===== config.mk =====
export PLATFORM = sky130hd
export DESIGN_NAME = execute_stage
export DESIGN_NICKNAME = d
export VERILOG_FILES = /design/src/design/rv_pkg.sv /design/src/design/execute_stage.sv
export SDC_FILE = /design/constraint.sdc
export NUM_CORES = 1
export LEC_CHECK = 0
export ABC_CLOCK_PERIOD_IN_PS = 11420
export BUFFER_PORTS_ARGS = -buffer_cell sky130_fd_sc_hd__buf_2
export CORE_MARGIN = 2
export CORE_UTILIZATION = 45
export DETAILED_ROUTE_END_ITERATION = 8
export PLACE_DENSITY = 0.67
export SYNTH_ARGS = -nofsm -noshare
export SYNTH_HDL_FRONTEND = slang
export SYNTH_SLANG_ARGS = --single-unit

===== constraint.sdc =====
create_clock -name vclk -period 11.42
set_input_delay 1.713 -clock vclk [all_inputs]
set_output_delay 1.713 -clock vclk [all_outputs]
set_load 0.02 [all_outputs]

===== src/design/rv_pkg.sv =====
`default_nettype none

package rv_pkg;

  localparam int xlen       = 32;
  localparam int reg_addr_w = 5;
  localparam int mem_words  = 1024;
  localparam int mem_addr_w = 10; // word index, above the byte offset

  typedef enum logic [6:0] {
    opc_op     = 7'b0110011,
    opc_op_imm = 7'b0010011,
    opc_load   = 7'b0000011,
    opc_store  = 7'b0100011,
    opc_branch = 7'b1100011,
    opc_jal    = 7'b1101111,
    opc_jalr   = 7'b1100111,
    opc_lui    = 7'b0110111,
    opc_auipc  = 7'b0010111
  } opcode_e;

  typedef enum logic [3:0] {
    alu_add, alu_sub, alu_sll, alu_srl, alu_sra, alu_and,
    alu_or, alu_xor, alu_slt, alu_sltu, alu_pass_b
  } alu_op_e;

  typedef enum logic [2:0] {
    br_none, br_eq, br_ne, br_lt, br_ge, br_ltu, br_geu, br_jump
  } branch_e;

  typedef struct packed {
    alu_op_e alu_op;
    branch_e branch;
    logic    alu_src_imm;
    logic    a_is_pc;
    logic    reg_write;
    logic    mem_read;
    logic    mem_write;
    logic    link;      // rd gets pc+4
  } ctrl_t;

  typedef struct packed {
    ctrl_t                 ctrl;
    logic [reg_addr_w-1:0] rs1;
    logic [reg_addr_w-1:0] rs2;
    logic [reg_addr_w-1:0] rd;
    logic [xlen-1:0]       imm;
  } decoded_t;

  typedef struct packed {
    logic [xlen-1:0]       alu_result;
    logic [xlen-1:0]       store_data;
    logic [xlen-1:0]       link_value;
    logic [reg_addr_w-1:0] rd;
    ctrl_t                 ctrl;
  } exec_t;

  typedef struct packed {
    logic [xlen-1:0]       pc;
    logic [reg_addr_w-1:0] rd;
    logic [xlen-1:0]       wdata;
    logic                  we;
  } retire_t;

endpackage

`default_nettype wire


===== src/design/execute_stage.sv =====
`default_nettype none
`timescale 1ns/100ps

module execute_stage (
  input  logic [rv_pkg::xlen-1:0] pc,
  input  rv_pkg::decoded_t        dec,
  input  logic [rv_pkg::xlen-1:0] rs1_data,
  input  logic [rv_pkg::xlen-1:0] rs2_data,
  output rv_pkg::exec_t           ex,
  output logic                    taken,
  output logic [rv_pkg::xlen-1:0] target
);

  import rv_pkg::*;

  logic [xlen-1:0] op_a;
  logic [xlen-1:0] op_b;
  logic [4:0]      shamt;
  logic [xlen-1:0] alu_result;
  logic [xlen-1:0] pc_plus4;
  logic            rs_eq, rs_lt, rs_ltu;

  assign op_a  = dec.ctrl.a_is_pc ? pc : rs1_data;
  assign op_b  = dec.ctrl.alu_src_imm ? dec.imm : rs2_data;
  assign shamt = op_b[4:0];

  always_comb begin
    case (dec.ctrl.alu_op)
      alu_add:    alu_result = op_a + op_b;
      alu_sub:    alu_result = op_a - op_b;
      alu_sll:    alu_result = op_a << shamt;
      alu_srl:    alu_result = op_a >> shamt;
      alu_sra:    alu_result = $signed(op_a) >>> shamt;
      alu_and:    alu_result = op_a & op_b;
      alu_or:     alu_result = op_a | op_b;
      alu_xor:    alu_result = op_a ^ op_b;
      alu_slt:    alu_result = {{(xlen-1){1'b0}}, $signed(op_a) < $signed(op_b)};
      alu_sltu:   alu_result = {{(xlen-1){1'b0}}, op_a < op_b};
      alu_pass_b: alu_result = op_b;
      default:    alu_result = '0;
    endcase
  end

  // compares straight on the register values, not alu flags
  assign rs_eq  = (rs1_data == rs2_data);
  assign rs_lt  = ($signed(rs1_data) < $signed(rs2_data));
  assign rs_ltu = (rs1_data < rs2_data);

  always_comb begin
    case (dec.ctrl.branch)
      br_eq:   taken = rs_eq;
      br_ne:   taken = !rs_eq;
      br_lt:   taken = rs_lt;
      br_ge:   taken = !rs_lt;
      br_ltu:  taken = rs_ltu;
      br_geu:  taken = !rs_ltu;
      br_jump: taken = 1'b1;
      default: taken = 1'b0;
    endcase
  end

  // jumps take the alu sum, jalr drops bit 0
  assign target = (dec.ctrl.branch == br_jump) ? {alu_result[xlen-1:1], 1'b0}
                                               : pc + dec.imm;

  assign pc_plus4 = pc + xlen'(4);

  assign ex.alu_result = alu_result;
  assign ex.store_data = rs2_data;
  assign ex.link_value = pc_plus4;
  assign ex.rd         = dec.rd;
  assign ex.ctrl       = dec.ctrl;

endmodule

`default_nettype wire


==> flow_summary.yaml <==
worst_setup_path:
  crit_type: "in2out"
  critPathMaxFanout: 20
  path_buf_inv: 4
  worst_path_dominant_cell_family: "compound AO/OA/AOI/OAI gates"
  crit_required_ns: 9.71
  path_cells: "buf_2, buf_4, mux2i_1, inv_1, ha_1, fa_1, a21o_1, a21oi_1, o211ai_1, nand4_1, o31ai_1, a31o_2, and4_1, o31a_1, o31ai_2, mux2_2, buf_2"
  cp-start-kind: "input port"
  crit_slowest_cell: "mux2i_1"
  cpPeakStageDelay_ns: 0.68
  cp.arrival_ns: 7.15
  endpoint_kind: "output port"
  path_common_cell: "buf_2"
logic_synthesis:
  synthAdderAreaFrac_pct: 17.1
  synth_mux_area_share_pct: 14.0
  ys_seq_area_share_pct: 0
  synth_top_family_by_area: "compound AO/OA/AOI/OAI gates"
  synth_fp_nets: 2264
  synth_xor_area_share_pct: 5.42
  ys_types: 85
  synth_area_sq_mm: 0.0129
  synth_compound_area_share_pct: 33.0
  ys_warn_count: 0
  synthCells: 1933
  avgSynthCellArea_sq_um: 6.68
  synth-simple-area-share_pct: 19.2
die:
  row_count: 62
  die_h_um: 173
  dieWidth_um: 173
  pin_count: 303
  fp.dieArea_sq_mm: 0.0301
  start_util_pct: 45.4
  core-area_sq_mm: 0.0285
placement:
  post-dp-hpwl_mm: 50.7
  place.gp.congestion: 0.980
  port_buffers: 275
clock_tree:
  cts_resized: 0
  cts_setup_buffers: 0
  hold_buffers: 0
sta:
  fmax_ghz: 0.113
  period_minus_slack_ns: 8.86
  timing.final.crit_share_pct: 77.6
  finalHoldViolations: 0
  finalMaxSlewViolations: 0
  setup_violations: 0
  fin_setup_tns_ns: 0
  tightest_slew_ns: 0.973
  hold_ws_ns: 3.43
  slew_headroom_pct: 35.1
  rsz0062_at_grt: "false"
flow_run:
  cap_viol_max_count: 0
cells_and_area:
  n_sequential_cell: 0
  diodes: 0
  drive_gt1_share_pct: 17.7
  final_util_pct: 49.6
  final_common_cell: "buf_2"
  register_area_sq_um: 0
  nets: 2396
  final_cell_mix: "275 x buf_2, 187 x nand2_1, 172 x ha_1"
  area_delta_synth_final_pct: 9.20
  clock_buffers: 0
global_routing:
  overflow: 0
  antenna_found_initial: 0
  grt_pass1_vias: 14800
  track_usage_pct: 39.2
  grt_max_degree: 59
  grt_pass1_wl_mm: 91.7
drt:
  drc_errors: 0
  highest_layer: "met4"
  ant_nets: 0
  wl_met1_mm: 26.6
  drtPass1Iterations: 6
  wl_met2_mm: 26.3
  wl_per_cell_um: 25.3
  initialDrtViolationCount: 2064
  via_per_inst: 6.57
  route.met3.wl_mm: 6.52
  routed_wl_mm: 62.0
  vias: 16100
pwr:
  ir_drop_mv: 0.0349
  p_per_area_mw_per_mm2: 71.5
  power_leakage_uw: 0.00691
run_status:
  outcome: "completed"
worst_hold_path:
  hold_path.class: "in2out"
-- routing by layer --
metal | track usage [%] | vias up
li1 | - | 7272
met1 | 55.5 | 7611
met2 | 60.5 | 1045
met3 | 5.44 | 153
met4 | 13.6 | 0
met5 | 0 | -
-- stage by stage --
step / cells / power, uW / worst slack, ns / instance area, sq um
floorplan: 1933 / 673 / 3.64 / 12900
global placement: 2447 / 969 / 2.81 / 14100
detailed placement: 2447 / 973 / 2.69 / 14100
CTS: 2447 / 978 / 2.68 / 14100
global route: 2447 / 1070 / 2.36 / 14100
finish: 2447 / 1010 / 2.56 / 14100
-- Yosys cell counts (26+ instances only) --
master	n	share of area [%]
nand3_1	46	1.8
xnor2_1	59	4.0
o21ai_0	127	4.9
buf_4	55	3.2
a21oi_1	167	6.5
nand2_1	187	5.4
mux2i_1	146	11
ha_1	172	17
a21o_1	46	2.7
nor2_1	160	4.6
o211ai_1	36	2.1
a31oi_1	26	1.3
nor3_1	32	1.2
inv_1	139	4.0
clkbuf_1	65	1.9
-- cell type report --
type	count	area (sq um)
Fill cell	2989	14400
Inverter	144	541
Multi-Input combinational cell	1619	11500
Tap cell	384	480
Timing Repair Buffer	300	1560
-- cell families after synthesis --
logic type / after synthesis
AO/OA/AOI/OAI: 645
AND/OR/NAND/NOR: 545
buffers and inverters: 314
adder cells (fa/ha/maj): 175
multiplexers: 174
XOR/XNOR: 80
-- where the power goes --
| group | internal [uW] | total, uW | switching [uW] | leakage (uW) |
|---|---|---|---|---|
| combinational | 340 | 1010 | 668 | 0.00691 |
| sequential | 0 | 0 | 0 | 0 |
| clock | 0 | 0 | 0 | 0 |
| total | 340 | 1010 | 668 | 0.00691 |
-- path summary, 6_finish.rpt --
kind / start / to / cells past startpoint
worst max-delay path: dec[51] / target[28] / 17
worst min-delay path: dec[32] / ex[13] / 0
Power figures use the tool's default switching activity.
