==> src/design/rv_pkg.sv <==
`default_nettype none

package rv_pkg;

  localparam int xlen       = 32;
  localparam int reg_addr_w = 5;
  localparam int mem_words  = 1024;
  localparam int mem_addr_w = 10; // word index, above the byte offset

  typedef enum logic [6:0] {
    opc_op     = 7'b0110011,
    opc_op_imm = 7'b0010011,
    opc_load   = 7'b0000011,
    opc_store  = 7'b0100011,
    opc_branch = 7'b1100011,
    opc_jal    = 7'b1101111,
    opc_jalr   = 7'b1100111,
    opc_lui    = 7'b0110111,
    opc_auipc  = 7'b0010111
  } opcode_e;

  typedef enum logic [3:0] {
    alu_add, alu_sub, alu_sll, alu_srl, alu_sra, alu_and,
    alu_or, alu_xor, alu_slt, alu_sltu, alu_pass_b
  } alu_op_e;

  typedef enum logic [2:0] {
    br_none, br_eq, br_ne, br_lt, br_ge, br_ltu, br_geu, br_jump
  } branch_e;

  typedef struct packed {
    alu_op_e alu_op;
    branch_e branch;
    logic    alu_src_imm;
    logic    a_is_pc;
    logic    reg_write;
    logic    mem_read;
    logic    mem_write;
    logic    link;      // rd gets pc+4
  } ctrl_t;

  typedef struct packed {
    ctrl_t                 ctrl;
    logic [reg_addr_w-1:0] rs1;
    logic [reg_addr_w-1:0] rs2;
    logic [reg_addr_w-1:0] rd;
    logic [xlen-1:0]       imm;
  } decoded_t;

  typedef struct packed {
    logic [xlen-1:0]       alu_result;
    logic [xlen-1:0]       store_data;
    logic [xlen-1:0]       link_value;
    logic [reg_addr_w-1:0] rd;
    ctrl_t                 ctrl;
  } exec_t;

  typedef struct packed {
    logic [xlen-1:0]       pc;
    logic [reg_addr_w-1:0] rd;
    logic [xlen-1:0]       wdata;
    logic                  we;
  } retire_t;

endpackage

`default_nettype wire

==> src/design/register_file.sv <==
`default_nettype none
`timescale 1ns/100ps

module register_file (
  input  logic                          clk,
  input  logic                          rst,
  input  logic [rv_pkg::reg_addr_w-1:0] rs1,
  input  logic [rv_pkg::reg_addr_w-1:0] rs2,
  input  logic [rv_pkg::reg_addr_w-1:0] rd,
  input  logic                          we,
  input  logic [rv_pkg::xlen-1:0]       wdata,
  output logic [rv_pkg::xlen-1:0]       rs1_data,
  output logic [rv_pkg::xlen-1:0]       rs2_data
);

  import rv_pkg::*;

  logic [2**reg_addr_w-1:0][xlen-1:0] regs;

  always_ff @(posedge clk, posedge rst) begin
    if (rst) begin
      regs <= '0;
    end else if (we && rd != '0) begin
      regs[rd] <= wdata;
    end
  end

  assign rs1_data = (rs1 == '0) ? '0 : regs[rs1];
  assign rs2_data = (rs2 == '0) ? '0 : regs[rs2];

  a_x0_hold : assert property (
    @(posedge clk) disable iff (rst) (we && rd == '0) |=> $stable(regs[0])
  );

endmodule

`default_nettype wire

==> config.mk <==
export PLATFORM = sky130hd
export DESIGN_NAME = register_file
export DESIGN_NICKNAME = d
export VERILOG_FILES = /design/src/design/rv_pkg.sv /design/src/design/register_file.sv
export SDC_FILE = /design/constraint.sdc
export NUM_CORES = 2
export LEC_CHECK = 0
export BUFFER_PORTS_ARGS = -buffer_cell sky130_fd_sc_hd__buf_2
export CORE_MARGIN = 4
export CORE_UTILIZATION = 60
export CTS_BUF_LIST = sky130_fd_sc_hd__clkbuf_8
export CTS_CLUSTER_SIZE = 10
export DETAILED_ROUTE_END_ITERATION = 12
export GPL_TIMING_DRIVEN = 0
export MAX_ROUTING_LAYER = met4
export PLACE_DENSITY = 0.77
export REMOVE_ABC_BUFFERS = 1
export SKIP_LAST_GASP = 1
export SLEW_MARGIN = 40
export SYNTH_ARGS = -nofsm -noshare
export SYNTH_HDL_FRONTEND = slang
export SYNTH_SLANG_ARGS = --single-unit
==> constraint.sdc <==
create_clock -name clk -period 78.9 [get_ports clk]
set_input_delay 3.945 -clock clk [delete_from_list [all_inputs] [get_ports clk]]
set_output_delay 3.945 -clock clk [all_outputs]
set_load 0.01 [all_outputs]
==> flow_summary_export.csv <==
group,metric,value,unit
outcome,status,"completed",
global_routing,gr-usage-all-layers,0.362,
logic_synthesis,ys.flop_type,"dfrtp_1",
placement,place_ws,67.65,ns
timing,fin_skew,0,ns
timing,fin_crit_sh,0.146,
worst_hold_path,holdCritStartpoint,"regs[13]",
timing,worst_slew_pin_slew,0.939,ns
timing,rsz0062_at_grt,"no",
logic_synthesis,synth_seq_cells,1024,
worst_setup_path,r2r-start,"regs[419]",
worst_setup_path,startpoint_type,"primary input",
timing,maxSlewViolCount,0,
power_and_ir_drop,power.density,24.1,nW/um^2
clock_tree,clkSinkCount,1024,
worst_hold_path,hold_depth,0,
floorplanning,start_util,0.604,
clock_tree,htreeDepth,4,
routing,ant_nets,0,
final_layout,nets,3647,
clock_tree,cts_root_buffer,"clkbuf_8",
timing,final.setup.worst_slack,67.40,ns
timing,post-route-min-period,11.50,ns
placement,placedInstanceArea,58200,sq um
floorplanning,die_area,97000,sq um
global_routing,antenna_found_initial,12,
floorplanning,die_h,311,um
worst_setup_path,rrSetupSlack,78.07,ns
worst_setup_path,rr_endpoint,"regs[419]",
logic_synthesis,seq_area_frac_synth,0.464,
floorplanning,rows,111,
logic_synthesis,ys_top_cells_by_count,"dfrtp_1, mux2_2, mux4_2, clkbuf_1, buf_2",
power_and_ir_drop,ir_drop,0.0000234,V
worst_setup_path,cp_max_fo,34,
power_and_ir_drop,total_power,1.49,mW
clock_tree,clock_latency,0.84,ns
final_layout,final_core_util,0.674,
logic_synthesis,synthTopCellsByArea,"dfrtp_1, mux2_2, mux4_2, mux4_1, mux2i_1",
timing,setup_violations,0,
floorplanning,core,91500,sq um
clock_tree,cts_inserted_buffers,169,
routing,drc_errors,0,
global_routing,grt_max_degree,89,
routing,wl_per_cell,34.7,um
final_layout,area_growth,11.6,%
clock_tree,post_cts_buffers,0,
clock_tree,cts_resized,0,
worst_hold_path,min_to,"regs[13]",
logic_synthesis,syn_area,55200,sq um
worst_setup_path,crit_path_end_kind,"output pin",
timing,clock.fmax,87.0,MHz
final_layout,drive_above_1_share,0.511,
logic_synthesis,synth-edff-count,0,
worst_setup_path,slowest_delay,0.80,ns
flow_run,maxCapViolations,0,
timing,slew-limit-headroom,0.374,
clock_tree,clkTransAtPathRegs,0.06,ns
global_routing,overflow,0,
final_layout,top_regs,"regs: 1024 flops",
floorplanning,chipWidth,311,um
worst_setup_path,cp_cell_sequence,"buf_4 > or2_4 > buf_12 > or4_4 > o21ai_1 > a311oi_1 > buf_2",
logic_synthesis,yosysTopAreaCell,"dfrtp_1",
logic_synthesis,synthesis.instances,3614,
routing,dr.pass1.iters,5,
timing,hold_viol_final,0,
timing,finalSetupTns,0,ns
floorplanning,io-pin-count,114,
routing,drt-vias-per-instance,7.44,
clock_tree,cts_tree,"done",
final_layout,instances_no_fill,4926,
global_routing,grt_pass1_vias,39100,
worst_setup_path,critPathArrivalTime,7.55,ns
logic_synthesis,synth_most_common_cell,"dfrtp_1",
worst_setup_path,reg2regPathDepth,1,
timing,holdWs,0.396,ns
worst_hold_path,worstHoldPathType,"flip-flop to flip-flop",
placement,dp_cells,4612,
global_routing,grt_pass1_wl,254000,um
final_layout,largest_register,"regs",
final_layout,largest_register_ffs,1024,
clock_tree,cts.path.max_buffers,3,
worst_setup_path,critPathKind,"primary input to output pin",
routing,drt_wl_total,171000,um
final_layout,fin_area,61700,sq um
logic_synthesis,synth.distinct_cells,41,
placement,port_buffers,113,
clock_tree,cts_hold_buf,0,
logic_synthesis,async_reset_ff_frac,1.00,
worst_setup_path,required,74.96,ns
power_and_ir_drop,p_leak,27.3,nW
placement,gp_congestion,0.795,
worst_setup_path,critical-path-slowest-cell,"or4_4",
placement,dp.final_hpwl,107000,um
routing,drtIter0Drc,4563,
routing,dr_total_vias,36700,
logic_synthesis,syn-mean-instance-area,15.3,sq um
logic_synthesis,netlist.area_leader.share,0.464,
logic_synthesis,yosys_warnings,0,
## critical path: cells and delay by family
| family | cells | cell delay, ns |
|---|---|---|
| buf+inv | 3 | 1.22 |
| compound gates | 2 | 0.92 |
| simple gates | 2 | 1.42 |
## logic make-up after synthesis
kind of cell | after synthesis | share of synthesized area
multiplexers | 1632 | 0.428
flip-flops | 1024 | 0.464
buffers and inverters | 427 | 0.0438
AO/OA/AOI/OAI | 367 | 0.0477
AND/OR/NAND/NOR | 164 | 0.0163
## worst max path at each step
stage            from      endpoint  slack, ns  cells past startpoint
5_1_grt        rs1[3]  rs1_data[31]      67.54                      7
6_report       rs1[4]   rs1_data[8]      67.40                      7
4_1_cts        rs2[4]  rs2_data[20]      67.64                      7
3_5_place_dp   rs2[4]  rs2_data[20]      67.65                      7
3_3_place_gp      rst     regs[283]      38.43                      2
2_1_floorplan     rst       regs[0]      46.14                      1
## cell usage in the layout, fill, tap and decap left out, types with 3 or more instances in the layout
cell type,netlist,final
nand2_1,50,35
o21ai_0,4,4
buf_8,3,34
mux4_2,343,343
mux2_1,36,36
nand3b_1,4,4
clkbuf_8,2,220
inv_6,0,3
a221oi_1,47,47
mux2i_1,128,128
buf_16,0,75
a211oi_1,64,64
mux2_2,1020,1020
clkinv_2,0,13
nor2b_4,1,4
inv_8,0,3
nor2b_1,66,64
o2111ai_1,17,17
inv_1,1,59
buf_12,8,20
buf_4,55,4
diode_2,0,13
mux4_1,105,105
dfrtp_1,1024,1024
nand2_4,0,15
a22oi_1,64,64
nor3b_2,0,4
buf_2,150,103
a311oi_2,0,3
nor2_4,0,20
o21ai_1,107,107
a311oi_1,64,61
clkinvlp_4,0,4
## where the power goes
| group | internal [mW] | leakage (nW) | total (mW) | switching, mW |
|---|---|---|---|---|
| clock | 0.255 | 1.99 | 0.474 | 0.219 |
| sequential | 0.625 | 13.1 | 0.703 | 0.0773 |
| combinational | 0.186 | 12.2 | 0.310 | 0.125 |
| total | 1.07 | 27.3 | 1.49 | 0.421 |
## final cells by class
type | count | area, sq um
Inverter | 3 | 33.8
Clock inverter | 81 | 403
Antenna cell | 13 | 32.5
Timing Repair Buffer | 236 | 3520
Clock buffer | 220 | 3030
Sequential cell | 1024 | 25600
Fill cell | 5904 | 29900
Tap cell | 1186 | 1480
Multi-Input combinational cell | 2163 | 27500
## per-layer routing
metal	part of all wire	global-route usage	wire, um
met5	0	-	0
met4	0.058	0.190	9920
met3	0.11	0.106	19100
met2	0.46	0.539	78900
met1	0.37	0.455	63100
Note: power is estimated with default switching activity, not from simulation.
