===== src/design/rv_pkg.sv =====
`default_nettype none

package rv_pkg;

  localparam int xlen       = 32;
  localparam int reg_addr_w = 5;
  localparam int mem_words  = 1024;
  localparam int mem_addr_w = 10; // word index, above the byte offset

  typedef enum logic [6:0] {
    opc_op     = 7'b0110011,
    opc_op_imm = 7'b0010011,
    opc_load   = 7'b0000011,
    opc_store  = 7'b0100011,
    opc_branch = 7'b1100011,
    opc_jal    = 7'b1101111,
    opc_jalr   = 7'b1100111,
    opc_lui    = 7'b0110111,
    opc_auipc  = 7'b0010111
  } opcode_e;

  typedef enum logic [3:0] {
    alu_add, alu_sub, alu_sll, alu_srl, alu_sra, alu_and,
    alu_or, alu_xor, alu_slt, alu_sltu, alu_pass_b
  } alu_op_e;

  typedef enum logic [2:0] {
    br_none, br_eq, br_ne, br_lt, br_ge, br_ltu, br_geu, br_jump
  } branch_e;

  typedef struct packed {
    alu_op_e alu_op;
    branch_e branch;
    logic    alu_src_imm;
    logic    a_is_pc;
    logic    reg_write;
    logic    mem_read;
    logic    mem_write;
    logic    link;      // rd gets pc+4
  } ctrl_t;

  typedef struct packed {
    ctrl_t                 ctrl;
    logic [reg_addr_w-1:0] rs1;
    logic [reg_addr_w-1:0] rs2;
    logic [reg_addr_w-1:0] rd;
    logic [xlen-1:0]       imm;
  } decoded_t;

  typedef struct packed {
    logic [xlen-1:0]       alu_result;
    logic [xlen-1:0]       store_data;
    logic [xlen-1:0]       link_value;
    logic [reg_addr_w-1:0] rd;
    ctrl_t                 ctrl;
  } exec_t;

  typedef struct packed {
    logic [xlen-1:0]       pc;
    logic [reg_addr_w-1:0] rd;
    logic [xlen-1:0]       wdata;
    logic                  we;
  } retire_t;

endpackage

`default_nettype wire


===== src/design/decode_stage.sv =====
`default_nettype none
`timescale 1ns/100ps

module decode_stage (
  input  logic [rv_pkg::xlen-1:0] instr,
  output rv_pkg::decoded_t        dec
);

  import rv_pkg::*;

  opcode_e         opcode;
  logic [2:0]      funct3;
  logic [6:0]      funct7;
  logic [xlen-1:0] imm_i, imm_s, imm_b, imm_u, imm_j;
  logic [xlen-1:0] imm;
  alu_op_e         alu_sel;
  ctrl_t           ctrl;
  logic            legal;

  assign opcode = opcode_e'(instr[6:0]);
  assign funct3 = instr[14:12];
  assign funct7 = instr[31:25];

  assign imm_i = {{20{instr[31]}}, instr[31:20]};
  assign imm_s = {{20{instr[31]}}, instr[31:25], instr[11:7]};
  assign imm_b = {{20{instr[31]}}, instr[7], instr[30:25], instr[11:8], 1'b0};
  assign imm_u = {instr[31:12], 12'd0};
  assign imm_j = {{12{instr[31]}}, instr[19:12], instr[20], instr[30:21], 1'b0};

  // shared by register and immediate arithmetic
  always_comb begin
    case (funct3)
      3'b000:  alu_sel = (opcode == opc_op && funct7[5]) ? alu_sub : alu_add;
      3'b001:  alu_sel = alu_sll;
      3'b010:  alu_sel = alu_slt;
      3'b011:  alu_sel = alu_sltu;
      3'b100:  alu_sel = alu_xor;
      3'b101:  alu_sel = funct7[5] ? alu_sra : alu_srl;
      3'b110:  alu_sel = alu_or;
      default: alu_sel = alu_and;
    endcase
  end

  always_comb begin
    ctrl  = '0;
    imm   = '0;
    legal = 1'b1;
    case (opcode)
      opc_op: begin
        legal = (funct7 == 7'h00) ||
                (funct7 == 7'h20 && (funct3 == 3'b000 || funct3 == 3'b101));
        ctrl.alu_op    = alu_sel;
        ctrl.reg_write = 1'b1;
      end
      opc_op_imm: begin
        if (funct3 == 3'b001)
          legal = (funct7 == 7'h00);
        else if (funct3 == 3'b101)
          legal = (funct7 == 7'h00) || (funct7 == 7'h20);
        ctrl.alu_op      = alu_sel;
        ctrl.alu_src_imm = 1'b1;
        ctrl.reg_write   = 1'b1;
        imm              = imm_i;
      end
      opc_load: begin
        legal            = (funct3 == 3'b010); // lw only
        ctrl.alu_src_imm = 1'b1;
        ctrl.reg_write   = 1'b1;
        ctrl.mem_read    = 1'b1;
        imm              = imm_i;
      end
      opc_store: begin
        legal            = (funct3 == 3'b010);
        ctrl.alu_src_imm = 1'b1;
        ctrl.mem_write   = 1'b1;
        imm              = imm_s;
      end
      opc_branch: begin
        case (funct3)
          3'b000:  ctrl.branch = br_eq;
          3'b001:  ctrl.branch = br_ne;
          3'b100:  ctrl.branch = br_lt;
          3'b101:  ctrl.branch = br_ge;
          3'b110:  ctrl.branch = br_ltu;
          3'b111:  ctrl.branch = br_geu;
          default: legal = 1'b0;
        endcase
        imm = imm_b;
      end
      opc_jal: begin
        ctrl.branch      = br_jump;
        ctrl.a_is_pc     = 1'b1; // alu forms pc + imm as the target
        ctrl.alu_src_imm = 1'b1;
        ctrl.reg_write   = 1'b1;
        ctrl.link        = 1'b1;
        imm              = imm_j;
      end
      opc_jalr: begin
        legal            = (funct3 == 3'b000);
        ctrl.branch      = br_jump;
        ctrl.alu_src_imm = 1'b1;
        ctrl.reg_write   = 1'b1;
        ctrl.link        = 1'b1;
        imm              = imm_i;
      end
      opc_lui: begin
        ctrl.alu_op      = alu_pass_b;
        ctrl.alu_src_imm = 1'b1;
        ctrl.reg_write   = 1'b1;
        imm              = imm_u;
      end
      opc_auipc: begin
        ctrl.a_is_pc     = 1'b1;
        ctrl.alu_src_imm = 1'b1;
        ctrl.reg_write   = 1'b1;
        imm              = imm_u;
      end
      default: legal = 1'b0;
    endcase
  end

  // unknown encodings fall out as an all-zero no-op
  always_comb begin
    dec = '0;
    if (legal) begin
      dec.ctrl = ctrl;
      dec.imm  = imm;
      if (!(opcode inside {opc_jal, opc_lui, opc_auipc}))
        dec.rs1 = instr[19:15];
      if (opcode inside {opc_op, opc_store, opc_branch})
        dec.rs2 = instr[24:20];
      if (!(opcode inside {opc_store, opc_branch}))
        dec.rd = instr[11:7];
    end
  end

endmodule

`default_nettype wire


===== config.mk =====
export PLATFORM = sky130hd
export DESIGN_NAME = decode_stage
export DESIGN_NICKNAME = d
export VERILOG_FILES = /design/src/design/rv_pkg.sv /design/src/design/decode_stage.sv
export SDC_FILE = /design/constraint.sdc
export NUM_CORES = 1
export LEC_CHECK = 0
export BUFFER_PORTS_ARGS = -buffer_cell sky130_fd_sc_hd__buf_2
export CAP_MARGIN = 20
export CORE_UTILIZATION = 46
export DETAILED_ROUTE_END_ITERATION = 16
export PLACE_DENSITY = 0.91
export SETUP_SLACK_MARGIN = 0.02
export SLEW_MARGIN = 20
export SYNTH_ARGS = -nofsm -noshare
export SYNTH_HDL_FRONTEND = slang
export SYNTH_SLANG_ARGS = --single-unit

===== constraint.sdc =====
create_clock -name vclk -period 3.07
set_input_delay 0.1535 -clock vclk [all_inputs]
set_output_delay 0.1535 -clock vclk [all_outputs]
set_load 0.05 [all_outputs]

==> flow_metrics.env <==
export IMPL_timing_hold_ws_ns=0.709
export IMPL_place_area_sq_um=1610
export IMPL_synthTopCellsByArea="nor3b_2, a21oi_1, nand2_1, nor2_1, nor3_2"
export IMPL_synth_top_cell_by_area="nor3b_2"
export IMPL_crit_fanout=15
export IMPL_synth_cell_types=40
export IMPL_clock_buffer_count=0
export IMPL_worstHoldStart="instr[17]"
export IMPL_netlist_area_sq_um=1190
export IMPL_worst_hold_path_num_cells=4
export IMPL_antenna_found_initial=0
export IMPL_area_growth_pct=35.4
export IMPL_yosysSeqAreaShare_pct=0
export IMPL_endpoint_kind="output port"
export IMPL_fmax_mhz=400
export IMPL_die_x_um=52.9
export IMPL_period_share_pct=81.5
export IMPL_start_util_pct=48.6
export IMPL_crit_type="input port to output port"
export IMPL_fp_row_count=18
export IMPL_core_sq_um=2450
export IMPL_final_common_cell="buf_2"
export IMPL_grt_max_degree=20
export IMPL_yosysWarnings=0
export IMPL_die_area_sq_um=2800
export IMPL_drt_vias_per_instance=5.56
export IMPL_nFlopsAndLatches=0
export IMPL_post_cts_buffers=0
export IMPL_critPathBufInv=3
export IMPL_drt_initial_drc_count=47
export IMPL_worst_path_max_delay_cell="nor4_4"
export IMPL_grt_pass1_vias=1158
export IMPL_synthCells=182
export IMPL_diodes=0
export IMPL_synth_avg_cell_area_sq_um=6.55
export IMPL_required_ns=2.92
export IMPL_cap_violations=0
export IMPL_vias=1617
export IMPL_wl_um=3490
export IMPL_io_buffers=92
export IMPL_status="finished clean"
export IMPL_drive_gt1_share_pct=47.9
export IMPL_seq_area_sq_um=0
export IMPL_period_minus_slack_ns=2.50
export IMPL_tightest_slew_ns=0.748
export IMPL_utilization_pct=65.7
export IMPL_cp_arrival_ns=2.35
export IMPL_slew_violations=0
export IMPL_final_cell_mix="buf_2, nand2_1, a21oi_1"
export IMPL_synth_top_cell_area_share_pct=15.7
export IMPL_max_stage_delay_ns=0.71
export IMPL_hold_buffers=0
export IMPL_power_density_nw_per_um2=73.0
export IMPL_ios=92
export IMPL_wl_per_cell_um=12.0
export IMPL_max_slew_margin_pct=49.8
export IMPL_hold_end="dec[17]"
export IMPL_hold_viol=0
export IMPL_cp_start_kind="input port"
export IMPL_grt_first_pass_wirelength_um=5090
export IMPL_place_gp_congestion=0.846
export IMPL_overflow=0
export IMPL_leakage_uw=0.000732
export IMPL_grt_use_total_pct=22.9
export IMPL_synthesis_nets=214
export IMPL_place_ws_ns=0.570
export IMPL_post_cts_resized=0
export IMPL_critPathTopFamily="simple AND/OR/NAND/NOR gates"
export IMPL_crit_chain="buf_2 > nand2b_1 > a31oi_1 > nor4_4 > nor4_4 > buf_4 > nor2_1 > buf_2"
export IMPL_nNetsFinal=295
export IMPL_antenna_left=0
export IMPL_worst_slack_ns=0.567
export IMPL_peakVddDrop_mv=0.0540
export IMPL_drc=0
export IMPL_first_pass_iters=4
export IMPL_final_area_sq_um=1610
export IMPL_setup_tns_ns=0
export IMPL_setup_viol=0
export IMPL_post_dp_hpwl_um=2810
export IMPL_hold_class="input port to output port"
export IMPL_nFillCells=254
export IMPL_die_h_um=52.9
export IMPL_rsz0062_at_grt="no"
## Yosys cell counts (2+ instances only)
library cell  count
buf_6             3
nand3_1           4
nor3b_1           6
o21ai_0           9
nor3_2            5
inv_1             4
a2111oi_0         2
nor4_4            2
nor3b_2          15
a21o_1            2
buf_4             2
buf_2             7
nor3_1            5
nor2_1           21
a31oi_1           2
a22oi_1           5
nand2b_1          5
a21oi_1          27
mux2i_1           2
nand2_1          28
clkbuf_1          4
and3_1            2
nor4_2            2
o21ai_1           2
## area by class of cell
class | instances | area [sq um] | share of cell area, %
repair buffers | 95 | 483 | 29.9
inverters | 4 | 15.0 | 0.930
multi-input cells | 162 | 1080 | 66.8
well taps | 30 | 37.5 | 2.33
## how the worst max path moves through the flow
stage               from  endpoint  slack (ns)  cells past startpoint
2_1_floorplan  instr[26]   dec[10]        0.63                      5
3_3_place_gp   instr[13]   dec[32]        0.65                      8
3_5_place_dp   instr[13]   dec[35]        0.57                      8
4_1_cts        instr[13]   dec[35]        0.58                      8
5_1_grt        instr[13]   dec[39]        0.43                      8
6_report       instr[13]   dec[50]        0.57                      8
## power breakdown
part | internal [uW] | switching [uW]
Clock | 0 | 0
Combinational | 43.7 | 74.1
Sequential | 0 | 0
## layer usage
metal  global-route usage, %  part of all wire, %  vias to the layer above
li1                        -                    -                      814
met1                    31.5                   42                      735
met2                    40.7                   50                       68
met3                    1.44                  7.1                        0
met4                   0.439                    0                        0
met5                       0                    0                        -
## per-stage QoR
step	cells	power [uW]
detailed placement	291	117
global route	291	128
finish	291	118
floorplan	182	78.2
CTS	291	117
global placement	291	115
## logic make-up after synthesis
group	share of synthesized area, %
multiplexers	1.68
XOR/XNOR	1.47
AO/OA/AOI/OAI	27.2
AND/OR/NAND/NOR	60.1
buffers and inverters	9.55
Note: power is estimated with default switching activity, not from simulation.
